==> src/hdl/bridge_cfg_pkg.sv <==
// Register map of the bridge configuration block
// Only two registers exist, selected by a single address bit
`default_nettype none

package bridge_cfg_pkg;

  // AXI protection field, bit 0 privileged, bit 1 non-secure, bit 2 instruction
  typedef struct packed {
    logic instr;
    logic nonsecure;
    logic privileged;
  } prot_t;

  // Register select
  typedef logic [0:0] cfg_addr_t;
  localparam cfg_addr_t cfg_reg_aw_prot = 1'b0;
  localparam cfg_addr_t cfg_reg_ar_prot = 1'b1;

  // Unprivileged, secure, data access
  localparam prot_t prot_reset = '{instr: 1'b0, nonsecure: 1'b0, privileged: 1'b0};

  // Attributes handed to the bridge for every request it forms
  typedef struct packed {
    prot_t aw_prot;
    prot_t ar_prot;
  } cfg_bundle_t;

endpackage

`default_nettype wire

==> src/hdl/bridge_cfg_regs.sv <==
// Protection attribute registers for the bridge with a plain strobe write port
// Readback is combinational on the current select
`default_nettype none

module bridge_cfg_regs import bridge_cfg_pkg::*; (
  input  wire logic      clk,
  input  wire logic      arst_n,
  input  wire logic      cfg_we,
  input  wire cfg_addr_t cfg_addr,
  input  wire prot_t     cfg_wdata,
  output prot_t          cfg_rdata,
  output cfg_bundle_t    cfg
);

  prot_t aw_prot_q;
  prot_t ar_prot_q;
  logic  aw_sel, ar_sel;

  // Each register owns one select value
  assign aw_sel = (cfg_addr == cfg_reg_aw_prot);
  assign ar_sel = (cfg_addr == cfg_reg_ar_prot);

  always_ff @(posedge clk or negedge arst_n) begin
    if (!arst_n) begin
      aw_prot_q <= prot_reset;
      ar_prot_q <= prot_reset;
    end else if (cfg_we) begin
      // A write is visible to the bridge from the next cycle on
      if (aw_sel) aw_prot_q <= cfg_wdata;
      if (ar_sel) ar_prot_q <= cfg_wdata;
    end
  end

  // The single select bit always picks one of the two registers
  always_comb begin
    if (aw_sel) begin
      cfg_rdata = aw_prot_q;
    end else begin
      cfg_rdata = ar_prot_q;
    end
  end

  // Attributes seen by the bridge
  assign cfg.aw_prot = aw_prot_q;
  assign cfg.ar_prot = ar_prot_q;

endmodule

`default_nettype wire

==> config.mk <==
export PLATFORM = sky130hd
export DESIGN_NAME = bridge_cfg_regs
export DESIGN_NICKNAME = d
export VERILOG_FILES = /design/src/hdl/bridge_cfg_pkg.sv /design/src/hdl/bridge_cfg_regs.sv
export SDC_FILE = /design/constraint.sdc
export NUM_CORES = 1
export LEC_CHECK = 0
export CORE_AREA = 4 4 41 43
export CTS_CLUSTER_DIAMETER = 150
export DETAILED_ROUTE_END_ITERATION = 10
export DIE_AREA = 0 0 45 47
export DONT_BUFFER_PORTS = 1
export SETUP_SLACK_MARGIN = 0.05
export SLEW_MARGIN = 20
export SYNTH_ARGS = -nofsm -noshare
export SYNTH_HDL_FRONTEND = slang
export SYNTH_SLANG_ARGS = --single-unit
==> constraint.sdc <==
create_clock -name clk -period 0.92 [get_ports clk]
set_input_delay 0.184 -clock clk [delete_from_list [all_inputs] [get_ports clk]]
set_output_delay 0.184 -clock clk [all_outputs]
set_load 0.01 [all_outputs]
# Yosys cells after proc, flatten, opt, wreduce, memory -nomap -nowiden
# Index checks and enable logic that the tools add are counted.
# op_classes
muxes,1
bitwise,1
n_reduce_logical,2
# ops
cell,count
AND reduction 2 bit,2
2-to-1 mux 3 bit,1
NOT 1 bit,1
# word_totals
register_bits,6
in_bits,7
output_inout_bits,9
elab_cells,10

# Longest topological paths before layout
# depth
word_depth,2
mapped_depth,2
depth_no_buf,2

# Worst setup path before layout
# Ideal clock, no wire load.
# synth_path
path_kind,flip-flop to output port
startpoint,"reg ar_prot_q, in the netlist cfg[0]"
endpoint,out cfg_rdata[0] (netlist bit)
t_arrival_ns,0.695
setup_slack_ns,0.041
stages_incl_launch_ff,2
path_buffers,0
cell_sequence,dfrtp_1 mux2_2
# synth_lines
element,line,rtl
"start, declared",bridge_cfg_regs.sv:16,prot_t ar_prot_q;
"start signal, assigned",bridge_cfg_regs.sv:26,ar_prot_q <= prot_reset;
"start signal, assigned",bridge_cfg_regs.sv:30,if (ar_sel) ar_prot_q <= cfg_wdata;
"end, declared",bridge_cfg_regs.sv:11,"output prot_t cfg_rdata,"

==> flow_summary_export.csv <==
group,metric,value,unit
run_status,status,"complete, but fails checks",
run_status,violations,"setup timing",
global_routing,grt_first_pass_wirelength,1060,µm
place,dpl-instance-area,342,µm²
floorplanning,initial_utilization,0.205,
place,io_buffers,0,
finish,multi_input_area,131,µm²
sta,rsz0062_at_grt,"true",
global_routing,grt_max_degree,7,
global_routing,antenna_found_initial,0,
routing,drt_wl_total,626,µm
setup_path,crit_family,"flip-flops",
routing,dr.pass1.iters,1,
power_and_ir_drop,netSwitchingFraction,0.245,
sta,period_minus_slack,1.10,ns
synthesis,syn_inst,17,
power_and_ir_drop,p_clk_frac,0.271,
sta,drv_slew,0,
setup_path,crit_path_cell_trace,"mux2_4",
hold_path,hold_class,"input pin to flop",
setup_path,cp-end-kind,"output pin",
sta,tightest_slew,0.284,ns
power_and_ir_drop,p_per_area,1910,mW/mm²
finish,syn2layout_area_growth,64.3,%
synthesis,yosys.cell_types.count,5,
setup_path,critPathBufInv,0,
routing,drc,0,
floorplanning,die_area,0.00212,mm²
sta,slew_headroom,0.810,
power_and_ir_drop,p_int,0.000631,W
clock_tree,numCtsBuffers,3,
clock_tree,root_buffer,"clkbuf_4",
job,maxCapViolCount,0,
synthesis,ys.warnings.count,0,
floorplanning,num_rows,13,
power_and_ir_drop,totalPowerFinal,0.000836,W
clock_tree,clkLatencyLatePin,0.23,ns
sta,setup_viol,9,
finish,final_nets,40,
power_and_ir_drop,vdd_ir_drop_max,764,µV
global_routing,grt_remaining_overflow,0,
sta,post-route-period-util,1.19,
sta,fin_worst_skew,0,ns
clock_tree,cts_tree,"built",
global_routing,track_usage,0.0741,
finish,n_antenna_cell,0,
synthesis,synth_area,267,µm²
routing,first_iter_violations,0,
setup_path,crit_type,"flop to output pin",
place,gp_congestion,0.692,
synthesis,ys_seq_area_frac,0.563,
synthesis,yosysTopAreaCell,"dfrtp_1",
floorplanning,ios,16,
finish,fin_area,438,µm²
setup_path,slowest_delay,0.39,ns
finish,seq_area,150,µm²
finish,final.fill_count,137,
sta,max_clock_freq,912,MHz
routing,wl_per_cell,13.6,µm
floorplanning,core,0.00130,mm²
synthesis,synth.avg_cell_area,15.7,µm²
sta,holdWs,0.0828,ns
synthesis,synthTopCellsByArea,"dfrtp_1 (56%), mux2_2 (25%), mux2_1 (13%), nor2b_2 (3.3%), nand2_2 (2.3%)",
routing,ant_nets,0,
synthesis,syn_nets,24,
clock_tree,htreeDepth,1,
place,pre_cts_ws,0.0469,ns
floorplanning,die_width,45,µm
clock_tree,clock-sinks,6,
setup_path,crit_fanout,3,
finish,largest_register_ffs,6,
floorplanning,die_y,47,µm
power_and_ir_drop,switching_power,0.000204,W
finish,drive_gt1_frac,0.710,
power_and_ir_drop,power_frac_seq,0.399,
setup_path,crit_arrival,0.91,ns
global_routing,grt_pass1_vias,224,
clock_tree,clk_pin_slew,0.04,ns
power_and_ir_drop,p_comb_frac,0.330,
synthesis,yosysTopAreaCellShare,0.563,
synthesis,ys_seq_elements,6,
sta,hold_viol,0,
setup_path,worstSetupStartpointType,"flop",
sta,layout_setup_ws,-0.176,ns
routing,vias_per_cell,4.17,
routing,via_count,192,
setup_path,cp_data_required_time,0.74,ns
power_and_ir_drop,p_leak,0.205,nW
setup_path,cp_slowest_cell,"dfrtp_1",
clock_tree,clockBufferDepth,2,
## layout make-up
class | count | area share
sequential | 6 | 0.343
multi-input combinational | 11 | 0.300
timing repair buffer | 11 | 0.263
clock buffer | 3 | 0.0514
tap | 15 | 0.0429
## logic make-up after synthesis
logic type / after synthesis / share of synthesized area
muxes: 9 / 0.380
DFF: 6 / 0.563
and+or+nand+nor: 2 / 0.0564
## synth_stat cells (all sizes together)
| master | count |
|---|---|
| dfrtp | 6 |
| mux2 | 9 |
| nand2 | 1 |
| nor2b | 1 |
## per-layer routing
layer  routed length [µm]  GRT usage
met1                  184     0.0606
met2                  342      0.138
met3                   99     0.0575
met4                    0     0.0175
met5                    0          0
## path summary, 6_finish.rpt
path	end	depth (start not counted)	startpoint	slack (ns)
worst max-delay path	cfg_rdata[0]	1	cfg[0]	-0.18
worst min-delay path	cfg[2]	1	cfg_wdata[2]	0.08
max in group asynchronous	cfg[4]	1	arst_n	0.44
min in group asynchronous	cfg[5]	1	arst_n	0.26
worst min register to register	cfg[2]	1	cfg[2]	0.54
worst max register to register	cfg[5]	2	cfg[5]	0.03
## metrics by stage
stage	TNS, ns	util	std cells
finish	-1.02	0.337	46
global route	-1.33	0.337	46
CTS	-1.11	0.328	46
detailed placement	0	0.263	38
global placement	0	0.263	38
floorplan	0	-	17
## repair_timing
item                                   4_1_cts  5_1_grt
setup endpoints to repair                    9       12
endpoints found under the hold margin        6        0
resized for setup                            6        3
buffers inserted                             4        0
hold buffers                                 1        0
## layout by cell type (no fill, tap or decap)
master	synthesis	routed
buf_6	0	8
dfrtp_1	6	6
mux2_4	0	4
mux2_2	6	3
clkbuf_4	0	3
mux2_1	3	2
buf_4	0	2
nand2_2	1	1
nor2b_2	1	1
dlygate4sd3_1	0	1
## power groups by stage
stage,Sequential (W),Clock [W],Combinational (W)
5_1_grt,0.000340,0.000253,0.000296
2_1_floorplan,0.000353,0,0.0000900
3_3_place_gp,0.000335,0,0.000182
3_5_place_dp,0.000338,0,0.000185
4_1_cts,0.000330,0.000241,0.000266
6_report,0.000333,0.000227,0.000276
Power figures use the tool's default switching activity.
