$ cat src/hdl/axi_chan_pkg.sv
// AXI4 and AXI-Lite channel definitions for a single-ID, single-beat subsystem
// USER signals, atomics and exclusive access are not carried
`default_nettype none

package axi_chan_pkg;

  // Bus geometry
  localparam int unsigned addr_width = 32;
  localparam int unsigned data_width = 32;
  localparam int unsigned strb_width = data_width / 8;
  localparam int unsigned id_width   = 4;

  // SRAM depth in words, the slave wraps addresses beyond it
  localparam int unsigned mem_words  = 256;

  // Response codes, EXOKAY and DECERR are never produced here
  typedef logic [1:0] resp_t;
  localparam resp_t resp_okay   = 2'b00;
  localparam resp_t resp_slverr = 2'b10;

  // Fixed AXI4 attributes of a single-beat burst
  localparam logic [1:0] burst_incr = 2'b01;
  // Size code covering the whole data bus, log2 of the byte count
  localparam logic [2:0] size_full  = 3'($clog2(strb_width));

  // AXI-Lite channels
  typedef struct packed {
    logic [addr_width-1:0] addr;
  } lite_aw_t;

  typedef struct packed {
    logic [data_width-1:0] data;
    logic [strb_width-1:0] strb;
  } lite_w_t;

  typedef struct packed {
    resp_t resp;
  } lite_b_t;

  typedef struct packed {
    logic [addr_width-1:0] addr;
  } lite_ar_t;

  typedef struct packed {
    logic [data_width-1:0] data;
    resp_t                 resp;
  } lite_r_t;

  // AXI4 channels, the address beat serves both AW and AR
  typedef struct packed {
    logic [id_width-1:0]   id;
    logic [addr_width-1:0] addr;
    logic [7:0]            len;
    logic [2:0]            size;
    logic [1:0]            burst;
    logic [3:0]            cache;
    // Same bit order as the protection field in the config package
    logic [2:0]            prot;
  } axi_ax_t;

  typedef struct packed {
    logic [data_width-1:0] data;
    logic [strb_width-1:0] strb;
    logic                  last;
  } axi_w_t;

  typedef struct packed {
    logic [id_width-1:0] id;
    resp_t               resp;
  } axi_b_t;

  typedef struct packed {
    logic [id_width-1:0]   id;
    logic [data_width-1:0] data;
    resp_t                 resp;
    logic                  last;
  } axi_r_t;

endpackage

`default_nettype wire

$ cat src/hdl/bridge_cfg_pkg.sv
// Register map of the bridge configuration block
// Only two registers exist, selected by a single address bit
`default_nettype none

package bridge_cfg_pkg;

  // AXI protection field, bit 0 privileged, bit 1 non-secure, bit 2 instruction
  typedef struct packed {
    logic instr;
    logic nonsecure;
    logic privileged;
  } prot_t;

  // Register select
  typedef logic [0:0] cfg_addr_t;
  localparam cfg_addr_t cfg_reg_aw_prot = 1'b0;
  localparam cfg_addr_t cfg_reg_ar_prot = 1'b1;

  // Unprivileged, secure, data access
  localparam prot_t prot_reset = '{instr: 1'b0, nonsecure: 1'b0, privileged: 1'b0};

  // Attributes handed to the bridge for every request it forms
  typedef struct packed {
    prot_t aw_prot;
    prot_t ar_prot;
  } cfg_bundle_t;

endpackage

`default_nettype wire

$ cat src/hdl/spill_reg.sv
// Two-entry valid/ready buffer with registered data and ready paths
// Input ready stays low for the first cycle after reset
`default_nettype none

module spill_reg #(
  parameter type payload_t = logic
) (
  input  wire logic     clk,
  input  wire logic     arst_n,
  input  wire logic     in_valid,
  output logic          in_ready,
  input  wire payload_t in_data,
  output logic          out_valid,
  input  wire logic     out_ready,
  output payload_t      out_data
);

  // Slot a faces the output, slot b catches the beat that arrives while a is stalled
  payload_t a_data_q, b_data_q;
  logic     a_full_q, b_full_q, a_full_d, b_full_d;
  logic     a_load_in, a_load_b, b_load;
  logic     in_fire, out_fire;

  assign in_fire   = in_valid && in_ready;
  assign out_fire  = a_full_q && out_ready;
  assign out_valid = a_full_q;
  assign out_data  = a_data_q;

  always_comb begin
    a_full_d  = a_full_q;
    b_full_d  = b_full_q;
    a_load_in = 1'b0;
    a_load_b  = 1'b0;
    b_load    = 1'b0;
    if (out_fire) begin
      // While b holds a beat, in_ready is low, so no new beat competes here
      if (b_full_q) begin
        a_load_b = 1'b1;
        b_full_d = 1'b0;
      end else if (in_fire) begin
        a_load_in = 1'b1;
      end else begin
        a_full_d = 1'b0;
      end
    end else if (in_fire) begin
      if (!a_full_q) begin
        a_load_in = 1'b1;
        a_full_d  = 1'b1;
      end else begin
        b_load   = 1'b1;
        b_full_d = 1'b1;
      end
    end
  end

  always_ff @(posedge clk or negedge arst_n) begin
    if (!arst_n) begin
      a_full_q <= 1'b0;
      b_full_q <= 1'b0;
      in_ready <= 1'b0;
    end else begin
      a_full_q <= a_full_d;
      b_full_q <= b_full_d;
      // Ready is taken from the next state so it never lags the slot count
      in_ready <= !b_full_d;
    end
  end

  always_ff @(posedge clk) begin
    if (a_load_in) a_data_q <= in_data;
    else if (a_load_b) a_data_q <= b_data_q;
    if (b_load) b_data_q <= in_data;
  end

endmodule

`default_nettype wire

$ cat src/hdl/axi_lite_to_axi.sv
// AXI-Lite to AXI4 converter issuing one single-beat INCR burst per transaction
// ID and cache are fixed at 0, protection comes from the configuration block
`default_nettype none

module axi_lite_to_axi import axi_chan_pkg::*, bridge_cfg_pkg::*; (
  input  wire logic        clk,
  input  wire logic        arst_n,
  // Lite slave side
  input  wire lite_aw_t    lite_aw,
  input  wire logic        lite_aw_valid,
  output logic             lite_aw_ready,
  input  wire lite_w_t     lite_w,
  input  wire logic        lite_w_valid,
  output logic             lite_w_ready,
  output lite_b_t          lite_b,
  output logic             lite_b_valid,
  input  wire logic        lite_b_ready,
  input  wire lite_ar_t    lite_ar,
  input  wire logic        lite_ar_valid,
  output logic             lite_ar_ready,
  output lite_r_t          lite_r,
  output logic             lite_r_valid,
  input  wire logic        lite_r_ready,
  input  wire cfg_bundle_t cfg,
  // AXI4 master side
  output axi_ax_t          axi_aw,
  output logic             axi_aw_valid,
  input  wire logic        axi_aw_ready,
  output axi_w_t           axi_w,
  output logic             axi_w_valid,
  input  wire logic        axi_w_ready,
  input  wire axi_b_t      axi_b,
  input  wire logic        axi_b_valid,
  output logic             axi_b_ready,
  output axi_ax_t          axi_ar,
  output logic             axi_ar_valid,
  input  wire logic        axi_ar_ready,
  input  wire axi_r_t      axi_r,
  input  wire logic        axi_r_valid,
  output logic             axi_r_ready
);

  axi_ax_t aw_beat, ar_beat;
  axi_w_t  w_beat;

  // Single-beat burst covering the full bus width
  always_comb begin
    aw_beat       = '0;
    aw_beat.addr  = lite_aw.addr;
    aw_beat.size  = size_full;
    aw_beat.burst = burst_incr;
    // Prot is sampled at the Lite handshake and travels with the beat
    aw_beat.prot  = cfg.aw_prot;

    ar_beat       = '0;
    ar_beat.addr  = lite_ar.addr;
    ar_beat.size  = size_full;
    ar_beat.burst = burst_incr;
    ar_beat.prot  = cfg.ar_prot;
  end

  // Every write is exactly one beat, so last is always set
  assign w_beat = '{data: lite_w.data, strb: lite_w.strb, last: 1'b1};

  // Request channels get a registered boundary
  spill_reg #(.payload_t(axi_ax_t)) u_aw_spill (
    .clk, .arst_n,
    .in_valid (lite_aw_valid), .in_ready (lite_aw_ready), .in_data (aw_beat),
    .out_valid(axi_aw_valid),  .out_ready(axi_aw_ready),  .out_data(axi_aw)
  );

  spill_reg #(.payload_t(axi_w_t)) u_w_spill (
    .clk, .arst_n,
    .in_valid (lite_w_valid), .in_ready (lite_w_ready), .in_data (w_beat),
    .out_valid(axi_w_valid),  .out_ready(axi_w_ready),  .out_data(axi_w)
  );

  spill_reg #(.payload_t(axi_ax_t)) u_ar_spill (
    .clk, .arst_n,
    .in_valid (lite_ar_valid), .in_ready (lite_ar_ready), .in_data (ar_beat),
    .out_valid(axi_ar_valid),  .out_ready(axi_ar_ready),  .out_data(axi_ar)
  );

  // Responses pass straight through, the ID is always 0 and R is single-beat
  assign lite_b.resp  = axi_b.resp;
  assign lite_b_valid = axi_b_valid;
  assign axi_b_ready  = lite_b_ready;

  assign lite_r.data  = axi_r.data;
  assign lite_r.resp  = axi_r.resp;
  assign lite_r_valid = axi_r_valid;
  assign axi_r_ready  = lite_r_ready;

endmodule

`default_nettype wire

$ cat config.mk
export PLATFORM = sky130hd
export DESIGN_NAME = axi_lite_to_axi
export DESIGN_NICKNAME = d
export VERILOG_FILES = /design/src/hdl/axi_chan_pkg.sv /design/src/hdl/bridge_cfg_pkg.sv /design/src/hdl/spill_reg.sv /design/src/hdl/axi_lite_to_axi.sv
export SDC_FILE = /design/constraint.sdc
export NUM_CORES = 1
export LEC_CHECK = 0
export BUFFER_PORTS_ARGS = -buffer_cell sky130_fd_sc_hd__buf_2
export CORE_ASPECT_RATIO = 0.6
export CORE_MARGIN = 4
export CORE_UTILIZATION = 44
export DETAILED_ROUTE_END_ITERATION = 6
export GPL_TIMING_DRIVEN = 0
export PLACE_DENSITY_LB_ADDON = 0.3
export RECOVER_POWER = 25
export SYNTH_ARGS = -nofsm -noshare
export SYNTH_HDL_FRONTEND = slang
export SYNTH_HIERARCHICAL = 1
export SYNTH_SLANG_ARGS = --single-unit
$ cat constraint.sdc
create_clock -name clk -period 3.7 [get_ports clk]
set_input_delay 0.925 -clock clk [delete_from_list [all_inputs] [get_ports clk]]
set_output_delay 0.925 -clock clk [all_outputs]
set_load 0.01 [all_outputs]
## After elaboration in Yosys (flattened, before gate mapping)

Index checks and enable logic that the tools add are counted.

- Logic and storage cells: 102
- Bits in registers: 221
- Input bits: 163
- Output and inout bits: 195

- Equality and inequality tests: 6
- Reductions and logical operators: 18
- Muxes and demuxes: 57

Operators by type and width:

| cell | number |
|---|---|
| $mux W52 | 4 |
| $mux W37 | 2 |
| $mux W1 | 51 |
| $ne A2 B2 Y1 const B | 6 |
| $reduce_bool A2 Y1 | 6 |
| $reduce_and A3 Y1 | 3 |
| $logic_and A1 B1 Y1 | 6 |
| $logic_not A1 Y1 | 3 |

## Depth between registers and ports, before layout

Gate-level depths: netlist of run 1.

- Depth after elaboration: 5
- Depth in mapped cells: 5
- Depth with buffers taken out: 3

## Modules after synthesis

Netlist of run 1, hierarchy kept.

Modules (own cells, without submodules):

| module | instances | seq. area each (um^2) | cells each | area each (um^2) |
|---|---|---|---|---|
| spill_reg (u_ar_spill ...) | 2 | 3,438.3 | 191 | 4,416.7 |
| spill_reg (u_w_spill) | 1 | 2,297.2 | 129 | 2,829.0 |
| axi_lite_to_axi | 1 | 0.0 | 42 | 307.8 |

## Least setup slack after synthesis of run 1

No wires, ideal clock.

- Path kind: input port to flip-flop
- From: input lite_ar_valid
- To: register u_ar_spill.a_data_q, in the netlist u_ar_spill/out_data[0] (enable)
- Stages on the path: 3
- Path buffers: 0
- Setup time: 0.489 ns
- Arrival time: 3.852 ns
- Path slack: -0.641 ns
- Data required time: 3.211 ns
- Path through: and2_1 > a21oi_1 > a21oi_1

- Word-level cells in the longest chain between the ends: 5
- Elaborated cells between the ends (all ways): 6
- Those cells by class: mux (4); reduce/logical (2)

RTL lines:

| what | RTL line | RTL |
|---|---|---|
| start, declared | axi_lite_to_axi.sv:19 | `input wire logic lite_ar_valid,` |
| $logic_and A1 B1 Y1 (*) | spill_reg.sv:24 | `assign in_fire = in_valid && in_ready;` |
| $mux W1 | spill_reg.sv:40 | `end else if (in_fire) begin` |
| $mux W1 | spill_reg.sv:37 | `if (b_full_q) begin` |
| $mux W1 (*) | spill_reg.sv:35 | `if (out_fire) begin` |
| $reduce_bool A2 Y1 (no line) (*) | -- |  |
| end signal, assigned | spill_reg.sv:70 | `if (a_load_in) a_data_q <= in_data;` |
| end signal, assigned | spill_reg.sv:71 | `else if (a_load_b) a_data_q <= b_data_q;` |
| end, declared | spill_reg.sv:19 | `payload_t a_data_q, b_data_q;` |

Every way passes the cells marked *; elsewhere a longest branch is shown, timed or not.
A chain may end at the register's enable or synchronous reset.

## Worst setup path in the final report of run 1

- From: input axi_w_ready
- To: register u_w_spill.a_data_q, in the netlist u_w_spill/out_data[25] (enable)

- Word-level cells in the longest chain between the ends: 3
- Elaborated cells between the ends (all ways): 4
- Those cells by class: mux (2); reduce/logical (2)

RTL lines:

| what | RTL line | RTL |
|---|---|---|
| start, declared | axi_lite_to_axi.sv:31 | `input wire logic axi_w_ready,` |
| $logic_and A1 B1 Y1 (*) | spill_reg.sv:25 | `assign out_fire = a_full_q && out_ready;` |
| $mux W1 | spill_reg.sv:35 |  |
| $reduce_bool A2 Y1 (no line) (*) | -- |  |
| end signal, assigned | spill_reg.sv:70 |  |
| end signal, assigned | spill_reg.sv:71 |  |
| end, declared | spill_reg.sv:19 |  |

Marked as above.

==> flow_metrics.tcl, run 1 <==
set metrics [dict create \
    outcome "finished with violations" \
    failed_checks "capacitance limit, slew limit" \
    drive_above_1_share_pct 47.32 \
    drc_errors 0 \
    syn_area_um2 11970 \
    cts_root_buffer "clkbuf_16" \
    rr_worst_depth 3 \
    dieArea_um2 29990 \
    r2r_start "u_w_spill/out_valid$_DFFE_PN0P_" \
    critPathLaunch "axi_w_ready" \
    ctsHoldBuffers 0 \
    crit_cells 4 \
    fmax_mhz 389.6 \
    gp_congestion 0.7254 \
    grt_pass1_vias 6308 \
    seq_area_um2 9174 \
    vias_per_cell 4.470 \
    syn_area_per_cell_um2 21.65 \
    cp-end-kind "register" \
    synth_area_leaders "edfxtp_1 75%, mux2_4 10%, mux2_2 6.5%" \
    clk_pin_slew_worst_paths_ns 0.07 \
    finClkSkew_ns 0.01246 \
    finalHoldViolCount 0 \
    grt_overflow 0 \
    synth_edf_count 298 \
    grt_max_degree 40 \
    async_flop_share_pct 2.932 \
    syn_inst 553 \
    drt-initial-drc-count 366 \
    antenna_found_initial 4 \
    place_inst 1313 \
    drv_slew 14 \
    fin_cells 1368 \
    setup_viol 0 \
    worst_ep_required_time_ns 3.94 \
    synth_top_area_share_pct 74.76 \
    n_fill_cell 2125 \
    netlist_top_cells_count "298 x edfxtp_1, 80 x mux2_4, 69 x mux2_2" \
    crit_fanout 24 \
    track_usage_pct 14.72 \
    cp_slowest_cell "a21oi_1" \
    crit_type "input pin to register" \
    syn_to_final_growth_pct 26.89 \
    wl_per_cell_um 16.76 \
    synth.most_common_cell "edfxtp_1" \
    antenna_left 0 \
    die_y_um 135.8 \
    vias 6115 \
    maxCapViolations 1 \
    io_buffers 308 \
    pre_cts_ws_ns 1.116 \
    synth_seq_area_share_pct 76.64 \
    dp_hpwl_um 16710 \
    yosysTopAreaCell "edfxtp_1" \
    htree_levels 1 \
    wl_um 22920 \
    dieWidth_um 220.9 \
    multi_input_comb_area_um2 2520 \
    period_share_pct 69.37 \
    cp_cell_sequence "clkbuf_1, and2b_1, a21oi_1, buf_12" \
    insertion_delay_ns 0.55 \
    std_cell_rows 46 \
    netlist-cell-type-count 20 \
    post_dp_cell_area_um2 14500 \
    initial_core_util_pct 45.02 \
    fp.coreArea_um2 26590 \
    cts-resized-gates 0 \
    final_nets 1147 \
    yosysWarnings 6 \
    relSlewSlack_pct -4.429 \
    firstDrtPassIters 5 \
    cellPowerDensity_nw_per_um2 708.1 \
    startpoint_type "input pin" \
    cts_setup_buffers 0 \
    stdcell_area_um2 15190 \
    hp-class "input pin to async pin" \
    worst_pin_slew_ns 1.566 \
    io_pins 358 \
    ir_worst_vdd_mv 0.4911 \
    finalWorstSetupSlack_ns 1.133 \
    cp_top_family "compound AO/OA/AOI/OAI gates" \
    rsz0062_at_grt "false" \
    min_period_ns 2.567 \
    cts_made_buffers 29 \
    grt_first_pass_wirelength_um 35110 \
    ys_seq_elements 307 \
    cp.arrival_ns 2.81 \
    crit_buf_inv 2 \
    cts_sinks 307 \
    synthFlopType "edfxtp_1" \
    max_stage_delay_ns 1.17 \
    cts_buffer_depth 3 \
    cts_tree "yes" \
    power_leakage_nw 5.900 \
]
==> per-stage QoR <==
stage | power, mW | setup TNS [ns] | util [%] | hold WS [ns]
floorplan | 6.977 | 0 | - | 0.5246
global placement | 7.987 | -89.34 | 53.72 | 0.5277
detailed placement | 8.157 | 0 | 54.52 | 0.5326
CTS | 11.03 | 0 | 57.91 | 0.1949
global route | 11.32 | 0 | 57.12 | 0.3435
finish | 10.76 | 0 | 57.12 | 0.3473
==> worst register-to-register path, delay by kind of cell (launching register included) <==
family,cells,cell delay [ns]
AO/OA/AOI/OAI,1,1.17
flip-flops,1,0.44
buffers and inverters,1,0.29
AND/OR/NAND/NOR,1,0.20
==> final timing paths <==
| path | end | slack [ns] |
|---|---|---|
| max | u_w_spill/out_data[25]$_DFFE_PP_ | 1.13 |
| min | u_ar_spill/out_valid$_DFFE_PN0P_ | 0.35 |
| max reg2reg | u_w_spill/out_data[25]$_DFFE_PP_ | 1.28 |
| min reg2reg | u_aw_spill/out_valid$_DFFE_PN0P_ | 0.53 |
| max in group asynchronous | u_w_spill/out_valid$_DFFE_PN0P_ | 2.96 |
| min in group clk | u_aw_spill/out_valid$_DFFE_PN0P_ | 0.53 |
==> cells in the final DEF (no fill, tap or decap) <==
cell        synthesis  routed
a21o_1              3       3
a21oi_1             9      11
a21oi_4             3       1
a31oi_1             1       1
and2_1              2       2
and2b_1             1       1
and3_1              2       1
and3_2              0       1
buf_12             10      14
buf_16              0       2
buf_2               0     222
buf_4              42      40
buf_6               3       3
bufinv_16           0       2
clkbuf_1            0      96
clkbuf_16           0      29
clkinv_1            0       7
clkinv_2            0       4
clkinv_4            0       1
clkinvlp_4          0       4
conb_1              2      86
dfrtp_1             9       9
diode_2             0       2
edfxtp_1          298     298
inv_1               3       3
inv_6               0       2
mux2_1              0       1
mux2_2             69      68
mux2_4             80      80
nand2_1            10      10
nand2b_4            3       3
nor2b_1             1       1
==> power by group <==
part	leakage [nW]	total [mW]	internal, mW	switching (mW)
sequential	2.88	5.10	4.90	0.204
combinational	2.59	2.83	1.32	1.51
clock	0.431	2.82	1.58	1.24
total	5.90	10.8	7.80	2.96
==> cell type report <==
type	count	share of cell area, %
Buffer	57	3.402
Antenna cell	2	0.03295
Clock inverter	20	1.071
Clock buffer	33	4.876
Multi-Input combinational cell	270	16.59
Tap cell	360	2.965
Inverter	3	0.07413
Timing Repair Buffer	316	10.59
Sequential cell	307	60.40
==> routing by layer <==
layer	wire length, um	share of wire, %	GRT usage (%)
met1	9955	43	19.89
met5	28	0.12	0
met3	2050	8.9	6.323
met2	10450	46	22.30
met4	436	1.9	3.568
==> state kept, by name, indices dropped and copies added (netlist names), 37 cells and up <==
| signal | flops |
|---|---|
| u_ar_spill/b_data_q | 56 |
| u_ar_spill/out_data | 56 |
| u_aw_spill/b_data_q | 56 |
| u_aw_spill/out_data | 56 |
| u_w_spill/b_data_q | 37 |
| u_w_spill/out_data | 37 |
==> kinds of logic (layout without fill, tap and decap cells) <==
kind of cell,count (synthesis),count (layout),synth area share (%)
other,2,88,0.06274
muxes,149,149,16.53
and+or+nand+nor,19,19,0.9826
AOI/OAI and AO/OA,16,16,1.024
buffers and inverters,60,429,4.766
DFF,307,307,76.64
(Power assumes the default switching activity.)
==> inputs of run 2 (changes only) <==
clock period = 2.6 ns   (was 3.7 ns; I/O delays follow)
==> flow_metrics.tcl, run 2 (synthesis results as in run 1) <==
set metrics [dict create \
    outcome "complete, no violations" \
    dieArea_um2 29990 \
    layout_common_cells "298 x edfxtp_1, 183 x buf_2, 134 x clkbuf_1" \
    crit_fanout 10 \
    rsz0062_at_grt "false" \
    crit_buf_inv 2 \
    gp_congestion 0.7100 \
    drv_slew 0 \
    min_period_ns 2.078 \
    crit_type "register to register" \
    io_pins 358 \
    finalHoldViolCount 0 \
    std_cell_rows 46 \
    track_usage_pct 15.17 \
    intPower_mw 11.55 \
    grt_overflow 0 \
    r2r_start "u_ar_spill/out_valid$_DFFE_PN0P_" \
    io_buffers 308 \
    initial_core_util_pct 45.02 \
    cts_made_buffers 29 \
    n_fill_cell 2189 \
    pwr-share-seq_pct 45.9 \
    clk_pin_slew_worst_paths_ns 0.06 \
    clkPwrFrac_pct 28.0 \
    wl_um 23490 \
    worst_ep_required_time_ns 2.90 \
    grt_pass1_vias 6373 \
    cts_sinks 307 \
    max_stage_delay_ns 0.52 \
    cts_buffer_depth 3 \
    drive_above_1_share_pct 44.35 \
    place_inst 1313 \
    top_usage_layer "met2" \
    relSlewSlack_pct 40.72 \
    htree_levels 1 \
    die_y_um 135.8 \
    vias_per_cell 4.438 \
    antenna_found_initial 0 \
    cp_cell_sequence "clkbuf_1, a21oi_1, clkbuf_1, mux2_2" \
    setup_viol 0 \
    fin_cells 1368 \
    final.setup.tns_ns 0 \
    ctsHoldBuffers 1 \
    cts_setup_buffers 0 \
    cp.arrival_ns 2.37 \
    worst_pin_slew_ns 0.8892 \
    drc_errors 0 \
    critPathCapture "u_ar_spill/out_data[4]$_DFFE_PP_" \
    diodes 0 \
    hp-class "input pin to register" \
    post_dp_cell_area_um2 14510 \
    dp_hpwl_um 17010 \
    fmax_mhz 481.2 \
    finClkSkew_ns 0.01483 \
    cp_top_family "buffers and inverters" \
    syn_to_final_growth_pct 28.01 \
    period_share_pct 79.93 \
    dieWidth_um 220.9 \
    comb_power_share_pct 26.1 \
    postLayoutCoreUtil_pct 57.63 \
    cellPowerDensity_nw_per_um2 1032 \
    insertion_delay_ns 0.55 \
    switching_share_pct 26.93 \
    fp.coreArea_um2 26590 \
    stdcell_area_um2 15320 \
    cts_tree "yes" \
    rr_worst_depth 4 \
    rrSetupSlack_ns 0.52 \
    crit_cells 4 \
    critPathLaunch "u_ar_spill/out_valid$_DFFE_PN0P_" \
    maxCapViolations 0 \
    grt_use_met2_pct 24.26 \
    antenna_left 0 \
    power_leakage_nw 5.881 \
    grt_first_pass_wirelength_um 36100 \
    final_common_cell "edfxtp_1" \
    vias 6071 \
    final_nets 1148 \
    ir_worst_vdd_mv 0.7113 \
    wl_per_cell_um 17.17 \
    met3_usage_pct 5.695 \
    cp_slowest_cell "clkbuf_1" \
    firstDrtPassIters 4 \
    cts-resized-gates 0 \
    switchingPower_mw 4.257 \
    startpoint_type "register" \
    cp_common_cell "clkbuf_1" \
    gr-usage-met1_pct 20.19 \
    r2r_end "u_ar_spill/out_data[4]$_DFFE_PP_" \
    cp-end-kind "register" \
    drt-initial-drc-count 311 \
    grt_max_degree 34 \
    cts_root_buffer "clkbuf_16" \
]
[run 2: cell types whose count changed in the layout (fill, tap and decap cells not counted), moves of 3 or more]
cell        before  now
a21oi_1         11    8
bufinv_16        2    6
clkinvlp_4       4    1
buf_2          222  183
clkbuf_1        96  134
[run 2: layout make-up]
class / instances / area, um2 / share of cell area (%)
multi-input combinational: 270 / 2555 / 16.67
tap: 360 / 450.4 / 2.940
buffer: 57 / 549.3 / 3.585
clock buffer: 34 / 744.5 / 4.858
timing repair buffer: 317 / 1585 / 10.35
clock inverter: 20 / 254.0 / 1.658
sequential: 307 / 9174 / 59.87
inverter: 3 / 11.26 / 0.07349
[run 2: routing by layer]
metal | up-vias | share of wire, % | routed length (um)
met1 | 2967 | 43 | 10210
met4 | 0 | 1.6 | 382
li1 | 2891 | - | -
met2 | 179 | 47 | 11150
met3 | 34 | 7.5 | 1751
met5 | - | 0 | 0
[run 2: through the flow]
stage,hold slack (ns),setup slack [ns],power (mW)
6_report,0.2864,0.5219,15.81
5_1_grt,0.2484,0.3431,16.62
4_1_cts,0.2507,0.6812,16.15
3_5_place_dp,0.5333,0.3853,11.65
3_3_place_gp,0.5271,-0.8528,11.36
2_1_floorplan,0.3544,0.002602,9.925
[run 2: power groups by stage]
| stage | combinational [mW] | sequential (mW) | clock [mW] |
|---|---|---|---|
| after global placement | 3.97 | 7.39 | 0 |
| after detailed placement | 4.29 | 7.36 | 0 |
| after floorplan | 2.09 | 7.84 | 0 |
| final | 4.13 | 7.26 | 4.42 |
| after CTS | 4.30 | 7.27 | 4.58 |
| after global routing | 4.44 | 7.37 | 4.82 |
[run 2: worst min path at each step]
stage,startpoint,end,slack [ns],cells past startpoint
6_report,lite_aw[19],u_aw_spill/b_data_q[39]$_DFFE_PP_,0.29,1
5_1_grt,lite_aw[18],u_aw_spill/b_data_q[38]$_DFFE_PP_,0.25,1
4_1_cts,cfg[1],u_ar_spill/b_data_q[1]$_DFFE_PP_,0.25,1
3_5_place_dp,u_w_spill/b_data_q[30]$_DFFE_PP_,u_w_spill/out_data[30]$_DFFE_PP_,0.53,1
3_3_place_gp,u_aw_spill/b_data_q[7]$_DFFE_PP_,u_aw_spill/out_data[7]$_DFFE_PP_,0.53,1
2_1_floorplan,arst_n,u_ar_spill/b_full_q$_DFF_PN0_,0.35,0
[run 2: worst register-to-register path, cell delays in order (launching register included)]
cell and delay [ns]:
dfrtp_1 0.37, clkbuf_1 0.21, a21oi_1 0.33, clkbuf_1 0.52
mux2_2 0.41
